==> config.mk <==
export PLATFORM = sky130hd
export DESIGN_NAME = aluCore
export DESIGN_NICKNAME = d
export VERILOG_FILES = /design/src/aluPkg.sv /design/src/aluDecode.sv /design/src/aluExecute.sv /design/src/aluFlag.sv /design/src/aluResult.sv /design/src/aluCore.sv
export SDC_FILE = /design/constraint.sdc
export NUM_CORES = 1
export LEC_CHECK = 0
export BUFFER_PORTS_ARGS = -buffer_cell sky130_fd_sc_hd__buf_2
export CORE_MARGIN = 2
export CORE_UTILIZATION = 63
export CTS_CLUSTER_SIZE = 16
export DETAILED_ROUTE_END_ITERATION = 6
export GPL_TIMING_DRIVEN = 0
export PLACE_DENSITY = 0.89
export SYNTH_ARGS = -nofsm -noshare
export SYNTH_HDL_FRONTEND = slang
export SYNTH_HIERARCHICAL = 1
export SYNTH_SLANG_ARGS = --single-unit
==> constraint.sdc <==
create_clock -name clk -period 9.2 [get_ports clk]
set_input_delay 1.84 -clock clk [delete_from_list [all_inputs] [get_ports clk]]
set_output_delay 1.84 -clock clk [all_outputs]
set_load 0.02 [all_outputs]
==> src/aluPkg.sv <==
// ALU shared definitions
`default_nettype none

package aluPkg;

    // Opcodes
    typedef enum logic [2:0] {
        ADD8  = 3'd0,
        SUB8  = 3'd1,
        ADD16 = 3'd2,
        SUB16 = 3'd3,
        AND8  = 3'd4,
        OR8   = 3'd5,
        XOR8  = 3'd6,
        CMP16 = 3'd7
    } aluOp;

    // Datapath widths
    localparam int DataWidth = 16;
    localparam int ByteWidth = 8;

    localparam int FlagCount = 7;

    // Logic unit select codes
    localparam logic [1:0] LogicArith = 2'd0;
    localparam logic [1:0] LogicAnd   = 2'd1;
    localparam logic [1:0] LogicOr    = 2'd2;
    localparam logic [1:0] LogicXor   = 2'd3;

    // Flag bit positions
    localparam int FlagCarry          = 0;
    localparam int FlagParityOverflow = 1;
    localparam int FlagHalfCarry      = 2;
    localparam int FlagZero           = 3;
    localparam int FlagSign           = 4;
    localparam int FlagEqual8         = 5;
    localparam int FlagEqual16        = 6;

endpackage

`default_nettype wire

==> src/aluDecode.sv <==
// ALU decode stage
`timescale 1ns/1ps
`default_nettype none

module aluDecode (
    input  logic                         clk,
    input  logic                         rst,
    input  logic                         start,
    input  aluPkg::aluOp                 op,
    input  logic [aluPkg::DataWidth-1:0] operandA,
    input  logic [aluPkg::DataWidth-1:0] operandB,
    output logic                         opValid,
    output logic [aluPkg::DataWidth-1:0] opA,
    output logic [aluPkg::DataWidth-1:0] opB,
    output logic                         wide,
    output logic                         subtract,
    output logic [1:0]                   logicSel,
    output logic                         parityMode,
    output logic                         keepResult
);

    logic       wideNext;
    logic       subtractNext;
    logic [1:0] logicSelNext;
    logic       keepNext;

    // Opcode expansion
    always_comb begin
        wideNext     = 1'b0;
        subtractNext = 1'b0;
        logicSelNext = aluPkg::LogicArith;
        keepNext     = 1'b1;
        case (op)
            aluPkg::SUB8: begin
                subtractNext = 1'b1;
            end
            aluPkg::ADD16: begin
                wideNext = 1'b1;
            end
            aluPkg::SUB16: begin
                wideNext     = 1'b1;
                subtractNext = 1'b1;
            end
            aluPkg::AND8: begin
                logicSelNext = aluPkg::LogicAnd;
            end
            aluPkg::OR8: begin
                logicSelNext = aluPkg::LogicOr;
            end
            aluPkg::XOR8: begin
                logicSelNext = aluPkg::LogicXor;
            end
            aluPkg::CMP16: begin
                wideNext     = 1'b1;
                subtractNext = 1'b1;
                keepNext     = 1'b0;
            end
            default: begin
                // ADD8 keeps the defaults
                wideNext = 1'b0;
            end
        endcase
    end

    always_ff @(posedge clk) begin
        if (rst) begin
            opValid    <= 1'b0;
            wide       <= 1'b0;
            subtract   <= 1'b0;
            logicSel   <= aluPkg::LogicArith;
            parityMode <= 1'b0;
            keepResult <= 1'b0;
        end else begin
            opValid <= start;
            if (start) begin
                wide       <= wideNext;
                subtract   <= subtractNext;
                logicSel   <= logicSelNext;
                parityMode <= (logicSelNext != aluPkg::LogicArith);
                keepResult <= keepNext;
            end
        end
    end

    // Operand capture
    always_ff @(posedge clk) begin
        if (start) begin
            opA <= operandA;
            opB <= operandB;
        end
    end

    // Logic ops never reach the adder as a subtraction
    assert property (@(posedge clk) disable iff (rst)
        opValid && (logicSel != aluPkg::LogicArith) |-> !subtract);

endmodule

`default_nettype wire

==> src/aluExecute.sv <==
// ALU execute stage
`timescale 1ns/1ps
`default_nettype none

module aluExecute (
    input  logic [aluPkg::DataWidth-1:0] opA,
    input  logic [aluPkg::DataWidth-1:0] opB,
    input  logic                         wide,
    input  logic                         subtract,
    input  logic [1:0]                   logicSel,
    input  logic                         keepResult,
    output logic [aluPkg::DataWidth-1:0] procB,
    output logic [aluPkg::DataWidth-1:0] rawResult,
    output logic [aluPkg::DataWidth-1:0] sumResult,
    output logic                         carryOut8,
    output logic                         carryOut16
);

    localparam int DW = aluPkg::DataWidth;
    localparam int BW = aluPkg::ByteWidth;

    logic [DW:0]   sum;
    logic [DW-1:0] arithWord;
    logic [BW-1:0] logicByte;

    // Subtraction is A + ~B + 1
    assign procB = subtract ? ~opB : opB;
    assign sum   = {1'b0, opA} + {1'b0, procB} + {{DW{1'b0}}, subtract};

    assign carryOut16 = sum[DW];
    // Carry into bit 8 recovered from the sum bit
    assign carryOut8  = sum[BW] ^ opA[BW] ^ procB[BW];

    assign arithWord = wide ? sum[DW-1:0] : {{(DW-BW){1'b0}}, sum[BW-1:0]};

    // Byte logic unit
    always_comb begin
        case (logicSel)
            aluPkg::LogicAnd: begin
                logicByte = opA[BW-1:0] & opB[BW-1:0];
            end
            aluPkg::LogicOr: begin
                logicByte = opA[BW-1:0] | opB[BW-1:0];
            end
            aluPkg::LogicXor: begin
                logicByte = opA[BW-1:0] ^ opB[BW-1:0];
            end
            default: begin
                logicByte = '0;
            end
        endcase
    end

    assign sumResult = (logicSel == aluPkg::LogicArith) ? arithWord
                                                        : {{(DW-BW){1'b0}}, logicByte};

    // Compare discards the difference
    assign rawResult = keepResult ? sumResult : '0;

endmodule

`default_nettype wire

==> src/aluFlag.sv <==
// ALU flag logic
`timescale 1ns/1ps
`default_nettype none

module aluFlag (
    input  logic [aluPkg::DataWidth-1:0] opA,
    input  logic [aluPkg::DataWidth-1:0] procB,
    input  logic [aluPkg::DataWidth-1:0] rawResult,
    input  logic [aluPkg::DataWidth-1:0] sumResult,
    input  logic                         carryOut8,
    input  logic                         carryOut16,
    input  logic                         wide,
    input  logic                         subtract,
    input  logic [1:0]                   logicSel,
    input  logic                         parityMode,
    output logic [aluPkg::FlagCount-1:0] flagsNext
);

    localparam int DW = aluPkg::DataWidth;
    localparam int BW = aluPkg::ByteWidth;

    logic [DW-1:0] trueB;
    logic          isLogic;
    logic          equal8;
    logic          equal16;
    logic          zeroLow;
    logic          zeroHigh;
    logic          overflow8;
    logic          overflow16;
    logic          parityEven;
    logic          halfCarry;
    logic          carry;

    // Same operand signs, result sign flipped
    function automatic logic overflowAt(input logic a, input logic b, input logic r);
        overflowAt = (a == b) && (r != a);
    endfunction

    assign isLogic = (logicSel != aluPkg::LogicArith);

    // Operand equality on the uninverted second operand
    assign trueB   = subtract ? ~procB : procB;
    assign equal8  = (opA[BW-1:0] == trueB[BW-1:0]);
    assign equal16 = equal8 && (opA[DW-1:BW] == trueB[DW-1:BW]);

    // Zero per byte
    assign zeroLow  = (sumResult[BW-1:0] == '0);
    assign zeroHigh = (sumResult[DW-1:BW] == '0);

    assign overflow8  = overflowAt(opA[BW-1], procB[BW-1], sumResult[BW-1]);
    assign overflow16 = overflowAt(opA[DW-1], procB[DW-1], sumResult[DW-1]);

    assign parityEven = ~^rawResult[BW-1:0];

    // Half carry out of bit 3, for decimal adjust
    assign halfCarry = !isLogic && (opA[4] ^ procB[4] ^ rawResult[4]);

    // Borrow is the inverted carry
    assign carry = !isLogic && ((wide ? carryOut16 : carryOut8) ^ subtract);

    always_comb begin
        flagsNext                             = '0;
        flagsNext[aluPkg::FlagCarry]          = carry;
        flagsNext[aluPkg::FlagParityOverflow] = parityMode ? parityEven
                                                           : (wide ? overflow16 : overflow8);
        flagsNext[aluPkg::FlagHalfCarry]      = halfCarry;
        flagsNext[aluPkg::FlagZero]           = wide ? (zeroLow && zeroHigh) : zeroLow;
        flagsNext[aluPkg::FlagSign]           = wide ? sumResult[DW-1] : sumResult[BW-1];
        flagsNext[aluPkg::FlagEqual8]         = equal8;
        flagsNext[aluPkg::FlagEqual16]        = equal16;
    end

endmodule

`default_nettype wire

==> src/aluResult.sv <==
// ALU result register
`timescale 1ns/1ps
`default_nettype none

module aluResult (
    input  logic                         clk,
    input  logic                         rst,
    input  logic                         opValid,
    input  logic [aluPkg::DataWidth-1:0] rawResult,
    input  logic [aluPkg::FlagCount-1:0] flagsNext,
    output logic                         done,
    output logic [aluPkg::DataWidth-1:0] result,
    output logic [aluPkg::FlagCount-1:0] flags
);

    always_ff @(posedge clk) begin
        if (rst) begin
            done   <= 1'b0;
            result <= '0;
            flags  <= '0;
        end else begin
            done <= opValid;
            // Hold until the next operation lands
            if (opValid) begin
                result <= rawResult;
                flags  <= flagsNext;
            end
        end
    end

    // Back-to-back done only for back-to-back operations
    assert property (@(posedge clk) disable iff (rst)
        done && $past(done) |-> $past(opValid) && $past(opValid, 2));

endmodule

`default_nettype wire

==> src/aluCore.sv <==
// Two-stage ALU top
`timescale 1ns/1ps
`default_nettype none

module aluCore (
    input  logic                         clk,
    input  logic                         rst,
    input  logic                         start,
    input  aluPkg::aluOp                 op,
    input  logic [aluPkg::DataWidth-1:0] operandA,
    input  logic [aluPkg::DataWidth-1:0] operandB,
    output logic                         done,
    output logic [aluPkg::DataWidth-1:0] result,
    output logic [aluPkg::FlagCount-1:0] flags
);

    logic                         opValid;
    logic [aluPkg::DataWidth-1:0] opA;
    logic [aluPkg::DataWidth-1:0] opB;
    logic                         wide;
    logic                         subtract;
    logic [1:0]                   logicSel;
    logic                         parityMode;
    logic                         keepResult;
    logic [aluPkg::DataWidth-1:0] procB;
    logic [aluPkg::DataWidth-1:0] rawResult;
    logic [aluPkg::DataWidth-1:0] sumResult;
    logic                         carryOut8;
    logic                         carryOut16;
    logic [aluPkg::FlagCount-1:0] flagsNext;

    aluDecode u_decode (
        .clk        (clk),
        .rst        (rst),
        .start      (start),
        .op         (op),
        .operandA   (operandA),
        .operandB   (operandB),
        .opValid    (opValid),
        .opA        (opA),
        .opB        (opB),
        .wide       (wide),
        .subtract   (subtract),
        .logicSel   (logicSel),
        .parityMode (parityMode),
        .keepResult (keepResult)
    );

    aluExecute u_execute (
        .opA        (opA),
        .opB        (opB),
        .wide       (wide),
        .subtract   (subtract),
        .logicSel   (logicSel),
        .keepResult (keepResult),
        .procB      (procB),
        .rawResult  (rawResult),
        .sumResult  (sumResult),
        .carryOut8  (carryOut8),
        .carryOut16 (carryOut16)
    );

    aluFlag u_flag (
        .opA        (opA),
        .procB      (procB),
        .rawResult  (rawResult),
        .sumResult  (sumResult),
        .carryOut8  (carryOut8),
        .carryOut16 (carryOut16),
        .wide       (wide),
        .subtract   (subtract),
        .logicSel   (logicSel),
        .parityMode (parityMode),
        .flagsNext  (flagsNext)
    );

    aluResult u_result (
        .clk       (clk),
        .rst       (rst),
        .opValid   (opValid),
        .rawResult (rawResult),
        .flagsNext (flagsNext),
        .done      (done),
        .result    (result),
        .flags     (flags)
    );

endmodule

`default_nettype wire

==> metrics.cfg <==
[status]
run_status=finished clean

[global_route]
grt_pass1_vias=3405
grt_pass1_wl_um=15500
grt_use_total_pct=26.3
overflow=0
grt_max_degree=37
antenna_found_initial=0

[synth]
postSynthAreaPerCell_sq_um=10.1
syn-instance-count=435
ys_seq_area_share_pct=35.9
ys_types=62
synth_edf_count=32
async_flop_share_pct=0
yosys_most_used_dff=edfxtp_1
ys.warnings.count=6
ys_seq_elements=63
synth_nets=508
netlist_area_sq_mm=0.00441

[power]
peakVddDrop_uv=107
totalPowerFinal_uw=896
power_leakage_nw=2.18
power.density_mw_per_mm2=177

[timing]
fin_skew_ns=0.00783
setup_viol=0
holdWs_ns=0.490
period_needed_ns=4.22
maxSlewHeadroom_pct=52.6
fmax_mhz=237
tightest_slew_ns=0.711
finalCritPeriodShare_pct=45.8
slew_viol_final=0
hold_viol=0
tns_ns=0
grt_setup_unrepaired=no

[worst_hold_path]
whs_endpoint=u_result/flags[0]
hp-class=reg2reg
min-delay-start=u_result/flags[0]
hold_depth=2

[cts]
clk_pin_slew_worst_paths_ns=0.07
cts.path.max_buffers=2
cts.sinks=63
clk_latency_ns=0.34
hold_buffers=0
postCtsSetupBuffers=0
cts_buffers=9
cts_root_buffer=clkbuf_8
cts_tree=done
ctsResizeCount=0
htree_levels=3

[place]
hpwl_um=7290
io_buffers=61
placed_cells=592
gp_congestion=0.936

[routing]
ant_nets=0
totalWireLength_um=9900
wl_per_cell_um=16.3
drt_pass1_iterations=5
drt_iter0_markers=261
drc=0
vias_per_cell=5.89
vias=3582

[floorplan]
die_w_um=87.6
start_util_pct=64.8
dieArea_sq_mm=0.00768
core_sq_mm=0.00679
ios=62
die_h_um=87.6
std_cell_rows=30

[critical_path]
reg2reg_depth=14
critPathRequiredTime_ns=9.43
start_kind=register
path_class=reg2reg
arrival_ns=4.45
crit_fanout=10
r2r-start=u_decode/subtract
r2r_slack_ns=4.98
reg2reg_to=u_result/flags[1]
crit_path_end_kind=register

[cells_and_area]
layout_common_cells=64 x buf_2, 37 x nor2_1, 34 x xor2_1, 34 x ha_1, 32 x edfxtp_1
antennaDiodeCount=0
nNetsFinal=580
syn_to_final_growth_pct=14.9
fill_cells=472
final_util_pct=74.5
finalNonFillerCells=608
drive_gt1_share_pct=21.9
final_common_cell=buf_2

[flow_run]
max_cap_violations=0

## per-stage QoR
| stage | area [sq um] | setup WS, ns |
|---|---|---|
| after floorplan | 4410 | 5.69 |
| after global placement | 4830 | 5.20 |
| after detailed placement | 4830 | 5.12 |
| after CTS | 5060 | 5.08 |
| after global routing | 5060 | 4.73 |
| final | 5060 | 4.98 |
## critical path: stages (launching register included)
cell	delay, ns
dfxtp_1	0.52
buf_6	0.21
clkbuf_1	0.53
xor2_1	0.27
ha_1	0.43
nand4_1	0.29
o31a_1	0.32
o21ai_0	0.34
nor4_1	0.12
nor3b_1	0.42
nand3b_1	0.17
a311oi_1	0.10
a21o_1	0.18
mux2i_1	0.14
nor2_1	0.05
## worst max path at each step
stage | from | end | slack, ns | depth (start not counted)
2_1_floorplan | u_decode/subtract | u_result/flags[1] | 5.69 | 15
3_3_place_gp | u_decode/subtract | u_result/flags[1] | 5.20 | 14
3_5_place_dp | u_decode/subtract | u_result/flags[1] | 5.12 | 15
4_1_cts | u_decode/subtract | u_result/flags[1] | 5.08 | 15
5_1_grt | u_decode/subtract | u_result/flags[3] | 4.73 | 15
6_report | u_decode/subtract | u_result/flags[1] | 4.98 | 14
## routing by layer
metal / track usage, % / wire (um)
met1: 32.7 / 4180
met2: 44.2 / 4840
met4: 11.6 / 251
met3: 5.18 / 627
met5: 2.60 / 0
## cell families after synthesis
| logic type | Yosys count | synth area share [%] |
|---|---|---|
| AO/OA/AOI/OAI | 74 | 12.8 |
| XOR/XNOR | 51 | 10.3 |
| AND/OR/NAND/NOR | 132 | 15.2 |
| adder cells (fa/ha/maj) | 35 | 10.1 |
| flip-flops | 63 | 35.9 |
| buffers and inverters | 44 | 5.96 |
| multiplexers | 36 | 9.77 |
## final cells by class
cell class	count	area (sq um)	area share, %
multi-input combinational	328	2560	50.6
sequential	63	1580	31.3
buffer	18	165	3.26
clock inverter	2	35.0	0.692
inverter	26	97.6	1.93
tap	96	120	2.37
clock buffer	14	194	3.83
timing repair buffer	61	305	6.03
## cells in the mapped netlist (3+ instances only)
master | n | share of area (%)
mux4_2 | 5 | 2.6
nand2_1 | 29 | 2.5
nor2b_1 | 3 | 0.43
a21o_1 | 3 | 0.51
nor4_1 | 7 | 0.99
mux2_2 | 3 | 0.77
a21oi_1 | 24 | 2.7
nand3b_1 | 3 | 0.51
dfxtp_1 | 31 | 14
buf_4 | 4 | 0.68
o22ai_1 | 3 | 0.43
and2_1 | 6 | 0.85
mux2i_1 | 27 | 6.1
clkbuf_8 | 3 | 0.94
xor2_1 | 34 | 6.8
o21ai_0 | 10 | 1.1
a211o_1 | 4 | 0.80
nor3_1 | 9 | 1.0
nand2b_1 | 9 | 1.3
nand3_1 | 6 | 0.68
clkbuf_1 | 3 | 0.26
xnor2_1 | 16 | 3.2
o21a_1 | 3 | 0.51
inv_1 | 26 | 2.2
buf_2 | 3 | 0.34
nor2_1 | 37 | 3.2
edfxtp_1 | 32 | 22
ha_1 | 34 | 9.7
nor3b_1 | 7 | 1.2
nand4_1 | 10 | 1.4
## where the power goes
group          internal [mW]  total (mW)  switching (mW)
Combinational          0.130       0.301           0.171
Clock                  0.163       0.264           0.101
Sequential             0.314       0.331          0.0168
Total                  0.608       0.896           0.288
## flip-flops by register name (all words and copies together) (netlist names)
| signal | cells |
|---|---|
| u_decode/keepResult | 1 |
| u_decode/opA | 16 |
| u_result/flags | 7 |
| u_decode/logicSel | 2 |
| u_decode/opB | 16 |
| u_decode/parityMode | 1 |
| u_result/result | 16 |
| u_result/done | 1 |
| u_decode/wide | 1 |
| u_decode/opValid | 1 |
| u_decode/subtract | 1 |
Note: power is estimated with default switching activity, not from simulation.
